--- src/ddr_dq_pkg.sv ---
/* Shared widths and vector types for one DQ byte lane with 4 data phases per core word.
   Delay select covers 0 to MAX_DLY cycles and must only change while the stream is idle. */

package ddr_dq_pkg;

   // ------------------------------
   // Lane and word geometry
   // ------------------------------

   localparam int DQ_WIDTH = 8;                  // Lanes in one byte
   localparam int NUM_PH   = 4;                  // Data phases per core word
   localparam int WORD_W   = DQ_WIDTH * NUM_PH;  // Full core word

   // Ones counter needs to hold DQ_WIDTH itself
   localparam int CNT_W    = $clog2(DQ_WIDTH) + 1;

   // ------------------------------
   // Delay select
   // ------------------------------

   localparam int DLY_W    = 2;
   localparam int MAX_DLY  = 3;                  // Largest delay in cycles

   // ------------------------------
   // Vector types
   // ------------------------------

   // One phase of byte data, also used for the DBI mask
   typedef logic [DQ_WIDTH-1:0] dq_lane_t;

   // Full word, words-of-phases or phases-of-words order
   typedef logic [WORD_W-1:0]   dq_word_t;

   // One DBI flag per phase
   typedef logic [NUM_PH-1:0]   dbi_t;

   // Delay in cycles
   typedef logic [DLY_W-1:0]    dly_sel_t;

   // Ones or zeros count over one lane vector
   typedef logic [CNT_W-1:0]    dbi_cnt_t;

endpackage

--- src/dbi_lane_encoder.sv ---
/* Egress DBI for one phase of one byte: inverts unmasked lanes when the counted level
   exceeds half of the unmasked lanes. One cycle of latency, decision registered with data. */

`timescale 1ns/1ps

module dbi_lane_encoder
   import ddr_dq_pkg::*;
(
   input  logic     i_clk,
   input  logic     i_rst,
   input  logic     i_dbi_en,     // Enable inversion decision
   input  logic     i_dbi_ones,   // 1 counts ones, 0 counts zeros
   input  dq_lane_t i_dbi_mask,   // Set bit excludes that lane
   input  dq_lane_t i_lane,
   output dq_lane_t o_lane,
   output logic     o_dbi
);

   dq_lane_t unmasked;
   dq_lane_t counted;
   dbi_cnt_t count;
   dbi_cnt_t count_msk;
   logic     dbi_d;
   dq_lane_t lane_d;

   // ------------------------------
   // Count selection
   // ------------------------------

   assign unmasked = ~i_dbi_mask;

   // Pick ones or zeros, then drop masked lanes
   assign counted = unmasked & (i_dbi_ones ? i_lane : ~i_lane);

   // Level count over unmasked lanes
   always_comb begin
      integer i;
      count = '0;
      for (i = 0; i < DQ_WIDTH; i++) begin
         count = count + dbi_cnt_t'(counted[i]);
      end
   end

   // Number of lanes taking part
   always_comb begin
      integer j;
      count_msk = '0;
      for (j = 0; j < DQ_WIDTH; j++) begin
         count_msk = count_msk + dbi_cnt_t'(unmasked[j]);
      end
   end

   // ------------------------------
   // Decision and inversion
   // ------------------------------

   // Strictly more than half, rounded down
   assign dbi_d = i_dbi_en & (count > (count_msk >> 1));

   // Masked lanes pass through untouched
   assign lane_d = ({DQ_WIDTH{dbi_d}} & unmasked) ^ i_lane;

   // ------------------------------
   // Output register
   // ------------------------------

   always_ff @(posedge i_clk, posedge i_rst) begin
      if (i_rst) begin
         o_lane <= '0;
         o_dbi  <= 1'b0;
      end else begin
         o_lane <= lane_d;
         o_dbi  <= dbi_d;     // Flag stays aligned with its data
      end
   end

endmodule

--- src/ddr_dq_egress.sv ---
/* Egress data path of one DQ byte lane: reorder and delay, per-phase DBI, repack.
   Latency is i_delay + 2 cycles; every cycle carries a word, no handshake. */

`timescale 1ns/1ps

module ddr_dq_egress
   import ddr_dq_pkg::*;
(
   input  logic     i_clk,
   input  logic     i_rst,
   input  dq_word_t i_wop_data,
   input  dly_sel_t i_delay,
   input  logic     i_dbi_en,
   input  logic     i_dbi_ones,
   input  dq_lane_t i_dbi_mask,
   input  logic     i_dbi_clr,
   output dq_word_t o_wop_data,
   output dbi_t     o_dbi,
   output logic     o_dbi_seen
);

   dq_word_t dly_pow;    // Delayed word, phases-of-words
   dq_word_t enc_pow;    // Encoded word, phases-of-words
   dbi_t     enc_dbi;

   // ------------------------------
   // Input side
   // ------------------------------

   dq_delay_line u_delay_line (
      .i_clk      (i_clk),
      .i_rst      (i_rst),
      .i_wop_data (i_wop_data),
      .i_delay    (i_delay),
      .o_pow_data (dly_pow)
   );

   // ------------------------------
   // One DBI encoder per phase
   // ------------------------------

   genvar ph;
   generate
      for (ph = 0; ph < NUM_PH; ph++) begin : g_dbi
         dbi_lane_encoder u_dbi_enc (
            .i_clk      (i_clk),
            .i_rst      (i_rst),
            .i_dbi_en   (i_dbi_en),
            .i_dbi_ones (i_dbi_ones),
            .i_dbi_mask (i_dbi_mask),
            .i_lane     (dly_pow[ph*DQ_WIDTH +: DQ_WIDTH]),
            .o_lane     (enc_pow[ph*DQ_WIDTH +: DQ_WIDTH]),
            .o_dbi      (enc_dbi[ph])
         );
      end
   endgenerate

   // ------------------------------
   // Output side
   // ------------------------------

   dq_egress_pack u_egress_pack (
      .i_clk      (i_clk),
      .i_rst      (i_rst),
      .i_dbi_clr  (i_dbi_clr),
      .i_pow_data (enc_pow),
      .i_dbi      (enc_dbi),
      .o_wop_data (o_wop_data),
      .o_dbi      (o_dbi),
      .o_dbi_seen (o_dbi_seen)
   );

endmodule

--- src/dq_delay_line.sv ---
/* Reorders words-of-phases into phases-of-words and delays by 0 to MAX_DLY cycles.
   A delay of 0 is a pure combinational path; i_delay is quasi-static. */

`timescale 1ns/1ps

module dq_delay_line
   import ddr_dq_pkg::*;
(
   input  logic     i_clk,
   input  logic     i_rst,
   input  dq_word_t i_wop_data,   // Words-of-phases order
   input  dly_sel_t i_delay,      // Cycles of delay
   output dq_word_t o_pow_data    // Phases-of-words order
);

   dq_word_t pow_word;
   dq_word_t dly_q [1:MAX_DLY];

   // ------------------------------
   // Reorder WOP to POW
   // ------------------------------

   // Bit (lane*NUM_PH + ph) moves to bit (ph*DQ_WIDTH + lane)
   always_comb begin
      integer lane;
      integer ph;
      pow_word = '0;
      for (ph = 0; ph < NUM_PH; ph++) begin
         for (lane = 0; lane < DQ_WIDTH; lane++) begin
            pow_word[(ph*DQ_WIDTH)+lane] = i_wop_data[(lane*NUM_PH)+ph];
         end
      end
   end

   // ------------------------------
   // Delay stages
   // ------------------------------

   // Shift on every clock, no enable
   always_ff @(posedge i_clk, posedge i_rst) begin
      integer k;
      if (i_rst) begin
         for (k = 1; k <= MAX_DLY; k++) begin
            dly_q[k] <= '0;
         end
      end else begin
         dly_q[1] <= pow_word;
         for (k = 2; k <= MAX_DLY; k++) begin
            dly_q[k] <= dly_q[k-1];
         end
      end
   end

   // ------------------------------
   // Tap select
   // ------------------------------

   always_comb begin
      integer k;
      o_pow_data = pow_word;            // Delay 0 bypasses all stages
      for (k = 1; k <= MAX_DLY; k++) begin
         if (i_delay == dly_sel_t'(k)) begin
            o_pow_data = dly_q[k];
         end
      end
   end

endmodule

--- src/dq_egress_pack.sv ---
/* Registers the encoded word back in words-of-phases order plus the DBI flags.
   Sticky flag is single-clock; a high i_dbi_clr wins over a new inversion. */

`timescale 1ns/1ps

module dq_egress_pack
   import ddr_dq_pkg::*;
(
   input  logic     i_clk,
   input  logic     i_rst,
   input  logic     i_dbi_clr,    // Level clear of the sticky flag
   input  dq_word_t i_pow_data,   // Phases-of-words order
   input  dbi_t     i_dbi,
   output dq_word_t o_wop_data,   // Words-of-phases order
   output dbi_t     o_dbi,
   output logic     o_dbi_seen    // Any inversion since last clear
);

   dq_word_t wop_word;
   logic     any_dbi;

   // ------------------------------
   // Reorder POW to WOP
   // ------------------------------

   always_comb begin
      integer lane;
      integer ph;
      wop_word = '0;
      for (lane = 0; lane < DQ_WIDTH; lane++) begin
         for (ph = 0; ph < NUM_PH; ph++) begin
            wop_word[(lane*NUM_PH)+ph] = i_pow_data[(ph*DQ_WIDTH)+lane];
         end
      end
   end

   // ------------------------------
   // Output registers
   // ------------------------------

   always_ff @(posedge i_clk, posedge i_rst) begin
      if (i_rst) begin
         o_wop_data <= '0;
         o_dbi      <= '0;
      end else begin
         o_wop_data <= wop_word;
         o_dbi      <= i_dbi;
      end
   end

   // Looks at the flags entering o_dbi so both update on one edge
   assign any_dbi = |i_dbi;

   // ------------------------------
   // Sticky inversion flag
   // ------------------------------

   always_ff @(posedge i_clk, posedge i_rst) begin
      if (i_rst) begin
         o_dbi_seen <= 1'b0;
      end else if (i_dbi_clr) begin
         o_dbi_seen <= 1'b0;          // Clear has priority
      end else if (any_dbi) begin
         o_dbi_seen <= 1'b1;
      end
   end

endmodule

--- config.mk ---
export PLATFORM = sky130hd
export DESIGN_NAME = ddr_dq_egress
export DESIGN_NICKNAME = d
export VERILOG_FILES = /design/src/ddr_dq_pkg.sv /design/src/dbi_lane_encoder.sv /design/src/ddr_dq_egress.sv /design/src/dq_delay_line.sv /design/src/dq_egress_pack.sv
export SDC_FILE = /design/constraint.sdc
export NUM_CORES = 1
export LEC_CHECK = 0
export BUFFER_PORTS_ARGS = -buffer_cell sky130_fd_sc_hd__clkbuf_2
export CAP_MARGIN = 20
export CORE_UTILIZATION = 60
export CTS_BUF_LIST = sky130_fd_sc_hd__clkbuf_4 sky130_fd_sc_hd__clkbuf_8
export DETAILED_ROUTE_END_ITERATION = 12
export PLACE_DENSITY = 0.82
export SKIP_CTS_REPAIR_TIMING = 1
export SLEW_MARGIN = 10
export SYNTH_ARGS = -nofsm -noshare
export SYNTH_HDL_FRONTEND = slang
export SYNTH_SLANG_ARGS = --single-unit
--- constraint.sdc ---
create_clock -name i_clk -period 5.7 [get_ports i_clk]
set_input_delay 0.285 -clock i_clk [delete_from_list [all_inputs] [get_ports i_clk]]
set_output_delay 0.285 -clock i_clk [all_outputs]
set_load 0.1 [all_outputs]
==> results of run 1 <==
==> report_power, final <==
group	switching (mW)	leakage, nW	internal, mW
Combinational	1.69	1.82	0.532
Clock	0.421	0.210	0.472
Sequential	0.0971	1.98	1.48
Total	2.21	4.01	2.49
==> Yosys cell counts <==
cell type  number  area share
dfrtp_1       169        0.57
inv_1          52       0.026
xnor2_1        50       0.059
mux4_2         30       0.092
ha_1           28       0.047
a211oi_1       24       0.024
a31oi_1        24       0.020
fa_1           19       0.052
nor2_1         19      0.0097
xor2_1         19       0.023
a21oi_1        14      0.0095
nand2_1        14      0.0071
buf_2          10      0.0068
clkbuf_1        9      0.0046
o21ai_0         9      0.0061
nand2b_1        6      0.0051
nor2b_1         5      0.0042
and3_1          4      0.0034
nand3b_1        4      0.0041
a21o_1          3      0.0031
buf_12          2      0.0054
buf_6           2      0.0031
mux4_1          2      0.0071
or2b_1          2      0.0020
nor3_1          1     0.00068
o21a_1          1      0.0010
==> kinds of logic (layout without fill, tap and decap cells) <==
group,after synthesis,in the layout,share of synthesized area
flops,169,169,0.573
compound gates,75,75,0.0644
buf+inv,75,210,0.0463
xor+xnor,69,69,0.0819
simple gates,55,55,0.0363
fa+ha+maj,47,47,0.0991
mux,32,32,0.0987
==> worst max-delay path by stage <==
stage                                    to                   start  slack [ns]
2_1_floorplan  g_dbi[1].u_dbi_enc.o_lane[0]              i_delay[0]        0.81
3_3_place_gp   g_dbi[3].u_dbi_enc.o_lane[7]              i_delay[0]        0.38
3_5_place_dp   g_dbi[3].u_dbi_enc.o_lane[2]              i_delay[0]        0.28
4_1_cts        g_dbi[1].u_dbi_enc.o_lane[2]  u_delay_line.dly_q[72]        0.72
5_1_grt        g_dbi[1].u_dbi_enc.o_lane[2]           i_wop_data[1]        0.40
6_report       g_dbi[2].u_dbi_enc.o_lane[4]           i_wop_data[2]        0.59
==> per-layer routing <==
| layer | track usage | vias up | wire length [µm] | share of wire |
|---|---|---|---|---|
| met3 | 0.0659 | 33 | 978 | 0.062 |
| met4 | 0.0947 | 0 | 362 | 0.023 |
| li1 | - | 2027 | - | - |
| met5 | 0 | - | 0 | 0 |
| met1 | 0.361 | 2315 | 6750 | 0.43 |
| met2 | 0.429 | 195 | 7760 | 0.49 |
==> metrics by stage <==
step           cells  instance area (µm²)  total power, mW
5_1_grt          804                 8670             4.91
6_report         804                 8670             4.70
2_1_floorplan    522                 7380             3.32
4_1_cts          771                 8340             4.69
3_3_place_gp     739                 7910             3.73
3_5_place_dp     739                 7910             3.79
==> sequential cells by signal, indices dropped and copies added, names as in the netlist <==
register                  count
u_egress_pack.o_wop_data     32
g_dbi.u_dbi_enc.o_lane       32
g_dbi.u_dbi_enc.o_dbi         4
u_egress_pack.o_dbi           4
u_egress_pack.o_dbi_seen      1
u_delay_line.dly_q           96
==> area by class of cell <==
class                   instances  area (µm²)  area share
repair buffers                126         821      0.0947
clock buffers                  22         284      0.0328
well taps                     147         184      0.0212
multi-input cells             278        2810       0.324
flip-flops and latches        169        4230       0.488
inverters                      52         200      0.0231
clock inverters                10         144      0.0166
==> run summary, run 1 <==
Min Tclk post-route = 5.11 ns
Worst R2R Path Depth = 17
Max FO, Critical Path = 9
Placement row count = 40
Post-DR wirelength/cell = 19.7 µm
Mapped Avg Cell Area = 14.1 µm²
Hold Fails Final Rpt = 36
Via/cell ratio = 5.68
Antenna Cells = 0
Synth warn = 0
Area grow syn2layout = 17.5%
Clk Latency, worst-skew pair = 0.46 ns
# clock sinks = 169
Path category of the worst min-delay check = input pin to asynchronous set/reset pin
First-pass GRT wire length = 24700 µm
Worst EP required = 6.05 ns
Worst Path Buf+Inv = 5
Worst r2r dst = g_dbi[2].u_dbi_enc.o_lane[4]
Critical path class = input pin to flip-flop
DRC = 0
Setup crit end kind = flip-flop
Final hold slack = -0.0516 ns
CTS Root Cell = clkbuf_8
Crit path top cell by count = fa_1
Post-Synthesis Cells = 522
Vias in the first global route = 4698
Placement Setup Slack = 0.281 ns
CP startpoint kind = input pin
Seq cells post-synth = 169
Die height = 113 µm
Sum of negative setup slack = 0 ns
Total grt overflow = 0
Final setup margin = 0.589 ns
Yosys cell types = 26
Syn Nets = 616
WL final = 15800 µm
Failing checks = negative hold slack
DRT iter0 DRCs = 305
Ports = 84
Leakage = 4.01 nW
Port Buffers = 83
# fillers = 810
Post-detail-place hpwl = 11200 µm
CP arrival = 5.47 ns
Worst-path cell chain = dlygate4sd3_1, clkbuf_2, mux4_2, xor2_1, nor2_1, ha_1, inv_1, fa_1, inv_1, fa_1, inv_1, fa_1, fa_1, xnor2_1, ha_1, nand3b_1, a211oi_1, a31oi_1, xnor2_1
Clock skew = 0.0144 ns
Period utilization = 0.897
Pwr/cell area = 542 mW/mm²
Worst vdd ir = 0.401 mV
Max cap viols = 0
Reg2Reg Setup Slack = 0.67 ns
Crit path depth = 19
Starting Density = 0.614
Slew HR = 0.368
CTS tree = yes
Area of the mapped netlist = 0.00738 mm²
Least-Margin Pin Slew = 0.948 ns
Largest net degree at the start of global routing = 91
Max incr delay on CP = 0.54 ns
DR pass1 iterations = 5
H-tree depth = 4
Most frequent cells in the layout = dfrtp_1, clkbuf_2, inv_1
Post-DRT Antenna Nets = 0
Slowest CP cell = dlygate4sd3_1
RSZ-0062 raised after global routing = no
Max Root-Sink Buffers = 2
Total track usage = 0.267
Status = finished, violations left
Final #Nets = 738
Max-slew violations = 0
Max Clk Rate = 196 MHz
Critical path's top delay family = adder cells
Reg-to-reg startpoint = u_delay_line.dly_q[81]
Vias = 4570
Sequential share of the synthesized area = 0.573
Chip width = 113 µm
Commonest non-fill, non-tap cell in the layout = dfrtp_1
CTS Buf Count = 17
Final number of setup-violating endpoints = 0
Gpl congestion = 0.898
CORE AREA = 0.0120 mm²
Final core utilization = 0.722
Share of cells above drive strength 1 = 0.237
Initial antenna violation count = 0
Clock transition at path regs = 0.09 ns
Die ar. = 0.0127 mm²
No activity file was read; power rests on OpenSTA's default activity.
==> inputs of run 2 (changes only) <==
clock period = 5.3 ns   (was 5.7 ns; I/O delays follow)
==> run 2 against run 1 <==
Against the previous run:
- the run now ends clean
- design area up 0.56%
- sequential share of layout area down 0.27 points
- critical path depth unchanged
- via count up 1.4%
- worst setup slack worse by 0.35 ns
- combinational power up 9.9%
- total power up 7.0%
- routed wire length down 0.53%
- clock skew about the same
- largest cell class unchanged
- largest power group unchanged
==> run summary, run 2 (synthesis results as in run 1) <==
Path category of the worst min-delay check = input pin to flip-flop (was input pin to asynchronous set/reset pin)
Via/cell ratio = 5.71 (was 5.68)
Ports = 84 (unchanged)
Status = finished, final reports clean (was finished, violations left)
Final number of setup-violating endpoints = 0 (unchanged)
Max-slew violations = 0 (unchanged)
Critical path class = input pin to flip-flop (unchanged)
Slew HR = 0.376 (was 0.368)
CTS Buf Count = 17 (unchanged)
WL final = 15800 µm (about the same)
Worst vdd ir = 0.394 mV (was 0.401 mV)
Post-DRT Antenna Nets = 0 (unchanged)
Final #Nets = 745 (was 738)
First-pass GRT wire length = 25000 µm (was 24700 µm)
Switching Share = 0.475 (was 0.470)
Max Root-Sink Buffers = 2 (unchanged)
Max FO, Critical Path = 9 (unchanged)
Post-detail-place hpwl = 11400 µm (was 11200 µm)
Vias in the first global route = 4776 (was 4698)
DRT iter0 DRCs = 364 (was 305)
CTS Root Cell = clkbuf_8 (unchanged)
H-tree depth = 4 (unchanged)
Post-Place Cells = 742 (was 739)
Pwr/cell area = 577 mW/mm² (was 542 mW/mm²)
Total grt overflow = 0 (unchanged)
Initial antenna violation count = 0 (unchanged)
Clk Latency, worst-skew pair = 0.47 ns (was 0.46 ns)
Period utilization = 0.954
Power Total = 5.03 mW (was 4.70 mW)
Min Tclk post-route = 5.06 ns
Top reg by flops = u_delay_line.dly_q (unchanged)
Final instance area = 0.00872 mm² (was 0.00867 mm²)
Placement row count = 40 (unchanged)
Vias = 4632 (was 4570)
Max cap viols = 0 (unchanged)
Largest registers = u_delay_line.dly_q (96), g_dbi.u_dbi_enc.o_lane (32), u_egress_pack.o_wop_data (32) (unchanged)
# clock sinks = 169 (unchanged)
Chip width = 113 µm (unchanged)
Worst EP required = 5.67 ns (was 6.05 ns)
Logic pwr share = 0.486 (was 0.473)
Leakage = 4.03 nW (was 4.01 nW)
Sum of negative setup slack = 0 ns (unchanged)
Least-Margin Pin Slew = 0.927 ns (was 0.948 ns)
DRC = 0 (unchanged)
DR pass1 iterations = 5 (unchanged)
Share of cells above drive strength 1 = 0.244 (was 0.237)
Clock transition at path regs = 0.08 ns (was 0.09 ns)
Port Buffers = 83 (unchanged)
Sw power = 2.39 mW (was 2.21 mW)
Power Internal = 2.64 mW (was 2.49 mW)
Die ar. = 0.0127 mm² (unchanged)
Starting Density = 0.614 (unchanged)
Die height = 113 µm (unchanged)
Area grow syn2layout = 18.2% (was 17.5%)
# fillers = 795 (was 810)
Reg power frac = 0.338 (was 0.337)
DP Area = 0.00795 mm² (was 0.00791 mm²)
Clock skew = 0.0145 ns (was 0.0144 ns)
Antenna Cells = 0 (unchanged)
CP arrival = 5.43 ns (was 5.47 ns)
CORE AREA = 0.0120 mm² (unchanged)
Setup crit end kind = flip-flop (unchanged)
CP startpoint kind = input pin (unchanged)
Max reg flops = 96 (unchanged)
CTS tree = yes (unchanged)
Final core utilization = 0.726 (was 0.722)
Hold Fails Final Rpt = 0 (was 36)
Commonest non-fill, non-tap cell in the layout = dfrtp_1 (unchanged)
Fin cells = 811 (was 804)
Total track usage = 0.270 (was 0.267)
Largest net degree at the start of global routing = 86 (was 91)
Post-DR wirelength/cell = 19.4 µm (was 19.7 µm)
Most frequent cells in the layout = dfrtp_1, clkbuf_2, inv_1 (unchanged)
RSZ-0062 raised after global routing = no (unchanged)
Clock power frac = 0.175 (was 0.190)
Gpl congestion = 0.913 (was 0.898)
Max Clk Rate = 198 MHz
run 2: cell types whose count changed in the layout (fill, tap and decap cells not counted), sizes merged:
| cell | change |
|---|---|
| buf | +6 |
| bufinv | -2 |
| clkbuf | +1 |
| clkinv | -1 |
| clkinvlp | +1 |
| dlygate4sd3 | +1 |
| inv | +1 |
run 2: final cells by class:
class	instances	area [µm²]	share of cell area
clock buffers	23	298	0.0342
clock inverters	9	91.3	0.0105
inverters	52	200	0.0230
multi-input cells	278	2810	0.322
flip-flops and latches	169	4230	0.485
well taps	147	184	0.0211
repair buffers	133	908	0.104
run 2: through the flow:
step / hold WS [ns] / setup slack (ns)
floorplan: 0.296 / 0.433
global placement: 0.331 / 0.142
detailed placement: 0.335 / 0.0282
CTS: -0.117 / 0.318
global route: 0.168 / 0.00436
finish: 0.185 / 0.242
run 2: worst max-delay path, stage by stage:
cell and delay [ns]:
dlygate4sd3_1 0.53, clkbuf_2 0.12, mux4_2 0.49, xor2_1 0.17
nor2_1 0.08, ha_1 0.30, inv_1 0.06, fa_1 0.53
inv_1 0.05, fa_1 0.53, inv_1 0.05, fa_1 0.45
fa_1 0.40, xnor2_1 0.14, ha_1 0.32, nand3b_1 0.26
a211oi_1 0.34, a31oi_1 0.11, xnor2_1 0.23
run 2: power by group through the flow:
| stage | Sequential [mW] | Clock (mW) | Combinational (mW) |
|---|---|---|---|
| finish | 1.70 | 0.881 | 2.44 |
| global route | 1.73 | 0.955 | 2.59 |
| CTS | 1.70 | 0.905 | 2.38 |
| detailed placement | 1.73 | 0 | 2.36 |
| global placement | 1.71 | 0 | 2.33 |
| floorplan | 2.71 | 0 | 0.862 |
run 2: final timing paths:
kind / startpoint / end / slack, ns / cells after the start
worst max register to register: u_delay_line.dly_q[32] / g_dbi[0].u_dbi_enc.o_lane[1] / 0.29 / 17
min in group asynchronous: i_rst / u_delay_line.dly_q[29] / 0.46 / 3
worst min register to register: g_dbi[3].u_dbi_enc.o_lane[1] / u_egress_pack.o_wop_data[7] / 0.35 / 0
worst min-delay path: i_dbi_en / g_dbi[3].u_dbi_enc.o_dbi / 0.19 / 2
worst max-delay path: i_wop_data[2] / g_dbi[2].u_dbi_enc.o_lane[4] / 0.24 / 19
max in group asynchronous: i_rst / g_dbi[3].u_dbi_enc.o_lane[0] / 3.68 / 5
run 2: per-layer routing:
| layer | vias to the layer above | track usage | share of wire |
|---|---|---|---|
| met2 | 179 | 0.431 | 0.50 |
| li1 | 2039 | - | - |
| met4 | 0 | 0.129 | 0.026 |
| met1 | 2378 | 0.356 | 0.41 |
| met5 | - | 0 | 0 |
| met3 | 36 | 0.0648 | 0.065 |
==> inputs of run 3 (changes only) <==
BUFFER_PORTS_ARGS = -buffer_cell sky130_fd_sc_hd__buf_2   (was -buffer_cell sky130_fd_sc_hd__clkbuf_2)
GPL_ROUTABILITY_DRIVEN = 0   (was not set)
==> run 3 against run 2 <==
Against the previous run:
- routed wire length decreased by 2.2%
- the flow now finishes with violations (negative hold slack)
- critical path type unchanged
- maximum frequency decreased by 0.75%
- flip-flop and latch count unchanged
- first-iteration DRC count increased by 11%
- via count decreased by 1.6%
- hold slack got worse by 0.22 ns
- count of clock-buffer cells in the layout decreased by 3
- clock power increased by 5.6%
==> run summary, run 3 (synthesis results as in run 1) <==
Slew HR = 0.425 (was 0.376)
Worst Setup EP = g_dbi[1].u_dbi_enc.o_lane[5] (was g_dbi[2].u_dbi_enc.o_lane[4])
Final core utilization = 0.722 (was 0.726)
CP arrival = 5.44 ns (was 5.43 ns)
Worst r2r dst = g_dbi[1].u_dbi_enc.o_lane[5] (was g_dbi[0].u_dbi_enc.o_lane[1])
Met1 usage in global routing = 0.352 (was 0.356)
Post-DR wirelength/cell = 19.2 µm (was 19.4 µm)
Pwr/cell area = 583 mW/mm² (was 577 mW/mm²)
Max Root-Sink Buffers = 2 (unchanged)
WL final = 15400 µm (was 15800 µm)
Max reg flops = 96 (unchanged)
Antenna Cells = 0 (unchanged)
DP Area = 0.00793 mm² (was 0.00795 mm²)
Least-Margin Pin Slew = 0.862 ns (was 0.927 ns)
Max FO, Critical Path = 9 (unchanged)
Placement Setup Slack = 0.0214 ns (was 0.0282 ns)
Met2 Use GR = 0.403 (was 0.431)
Top reg by flops = u_delay_line.dly_q (unchanged)
CTS Buf Count = 17 (unchanged)
Port Buffers = 83 (unchanged)
CTS Root Cell = clkbuf_8 (unchanged)
Met3 capacity usage during global routing = 0.0589 (was 0.0648)
Multi-input gate area = 0.00281 mm² (unchanged)
Busiest grt layer = met2 (unchanged)
Final instance area = 0.00867 mm² (was 0.00872 mm²)
Chip width = 113 µm (unchanged)
Period utilization = 0.962 (was 0.954)
Hold Fails Final Rpt = 29 (was 0)
Final #Nets = 740 (was 745)
Die height = 113 µm (unchanged)
# fillers = 769 (was 795)
Total track usage = 0.259 (was 0.270)
Failing checks = negative hold slack
# clock sinks = 169 (unchanged)
Min Tclk post-route = 5.10 ns (was 5.06 ns)
Die ar. = 0.0127 mm² (unchanged)
Placement row count = 40 (unchanged)
Vias in the first global route = 4671 (was 4776)
Worst EP required = 5.65 ns (was 5.67 ns)
Total grt overflow = 0 (unchanged)
Clock transition at path regs = 0.08 ns (about the same)
Via/cell ratio = 5.67 (was 5.71)
Max-slew violations = 0 (unchanged)
Final number of setup-violating endpoints = 0 (unchanged)
Reg2Reg Setup Slack = 0.26 ns (was 0.29 ns)
Reg-to-reg startpoint = u_delay_line.dly_q[73] (was u_delay_line.dly_q[32])
Initial antenna violation count = 0 (unchanged)
CP startpoint kind = input pin (unchanged)
Status = finished, violations left (was finished, final reports clean)
Max Clk Rate = 196 MHz (was 198 MHz)
H-tree depth = 4 (unchanged)
Critical path class = input pin to flip-flop (unchanged)
Most frequent cells in the layout = dfrtp_1, buf_2, inv_1 (was dfrtp_1, clkbuf_2, inv_1)
Final setup margin = 0.204 ns (was 0.242 ns)
DR pass1 iterations = 6 (was 5)
Post-detail-place hpwl = 10800 µm (was 11400 µm)
Max cap viols = 0 (unchanged)
Setup crit end kind = flip-flop (unchanged)
Worst vdd ir = 0.383 mV (was 0.394 mV)
DRC = 0 (unchanged)
Share of cells above drive strength 1 = 0.237 (was 0.244)
CORE AREA = 0.0120 mm² (unchanged)
Final hold slack = -0.0395 ns (was 0.185 ns)
Clock skew = 0.0162 ns (was 0.0145 ns)
Vias = 4557 (was 4632)
Starting Density = 0.614 (unchanged)
Largest net degree at the start of global routing = 100 (was 86)
Clk Latency, worst-skew pair = 0.47 ns (about the same)
Leakage = 3.99 nW (was 4.03 nW)
Commonest non-fill, non-tap cell in the layout = dfrtp_1 (unchanged)
Ports = 84 (unchanged)
Post-DRT Antenna Nets = 0 (unchanged)
Reg area = 0.00423 mm² (unchanged)
Sum of negative setup slack = 0 ns (unchanged)
Largest registers = u_delay_line.dly_q (96), g_dbi.u_dbi_enc.o_lane (32), u_egress_pack.o_wop_data (32) (unchanged)
DRT iter0 DRCs = 403 (was 364)
Path category of the worst min-delay check = input pin to asynchronous set/reset pin (was input pin to flip-flop)
Worst R2R Path Depth = 17 (unchanged)
Critical path startpoint = i_wop_data[1] (was i_wop_data[2])
First-pass GRT wire length = 24200 µm (was 25000 µm)
Area grow syn2layout = 17.5% (was 18.2%)
CTS tree = yes (unchanged)
RSZ-0062 raised after global routing = no (unchanged)
## run 3: cell types whose count changed in the layout (fill, tap and decap cells not counted)
| cell | before | now |
|---|---|---|
| buf_16 | 1 | 0 |
| clkbuf_8 | 20 | 19 |
| inv_6 | 2 | 1 |
| clkbuf_2 | 83 | 0 |
| clkbuf_4 | 3 | 1 |
| bufinv_16 | 1 | 3 |
| buf_12 | 1 | 0 |
| clkinv_2 | 1 | 0 |
| dlygate4sd3_1 | 34 | 33 |
| buf_4 | 14 | 12 |
| buf_2 | 0 | 83 |
| clkinv_4 | 2 | 3 |
## run 3: final cells by class
| cell class | instances | share of cell area |
|---|---|---|
| clock buffers | 20 | 0.0310 |
| inverters | 52 | 0.0231 |
| clock inverters | 10 | 0.0169 |
| multi-input cells | 278 | 0.324 |
| well taps | 147 | 0.0212 |
| flip-flops and latches | 169 | 0.488 |
| repair buffers | 128 | 0.0964 |
## run 3: per-layer routing
layer / up-vias / part of all wire
li1: 2021 / -
met1: 2273 / 0.43
met2: 213 / 0.48
met3: 50 / 0.060
met5: - / 0
met4: 0 / 0.032
## run 3: through the flow
step / hold WS (ns) / total power, mW / std cells
after global placement: 0.333 / 4.00 / 741
after global routing: 0.0331 / 5.29 / 804
final: -0.0395 / 5.05 / 804
after floorplan: 0.296 / 3.58 / 522
after CTS: -0.113 / 5.02 / 771
after detailed placement: 0.335 / 4.08 / 741
## run 3: power by group
part / internal [mW] / total, mW / switching, mW / leakage [nW]
clock network: 0.492 / 0.930 / 0.438 / 0.197
registers: 1.59 / 1.69 / 0.0958 / 1.98
logic: 0.600 / 2.43 / 1.83 / 1.81
## run 3: critical path, cell delays in order
cell,delay [ns]
dlygate4sd3_1,0.55
buf_2,0.14
mux4_2,0.49
xor2_1,0.16
nor2_1,0.06
ha_1,0.27
inv_1,0.05
fa_1,0.53
inv_1,0.06
fa_1,0.54
inv_1,0.07
fa_1,0.46
fa_1,0.40
xnor2_1,0.14
ha_1,0.32
nand3b_1,0.30
a211oi_1,0.36
a31oi_1,0.11
xnor2_1,0.16
## run 3: how the worst min path moves through the flow
stage	startpoint	endpoint	slack, ns
after global routing	i_rst	u_delay_line.dly_q[29]	0.03
after detailed placement	g_dbi[0].u_dbi_enc.o_lane[1]	u_egress_pack.o_wop_data[4]	0.33
after floorplan	i_wop_data[0]	u_delay_line.dly_q[64]	0.30
after global placement	g_dbi[3].u_dbi_enc.o_lane[5]	u_egress_pack.o_wop_data[23]	0.33
final	i_rst	u_delay_line.dly_q[29]	-0.04
after CTS	i_wop_data[31]	u_delay_line.dly_q[95]	-0.11
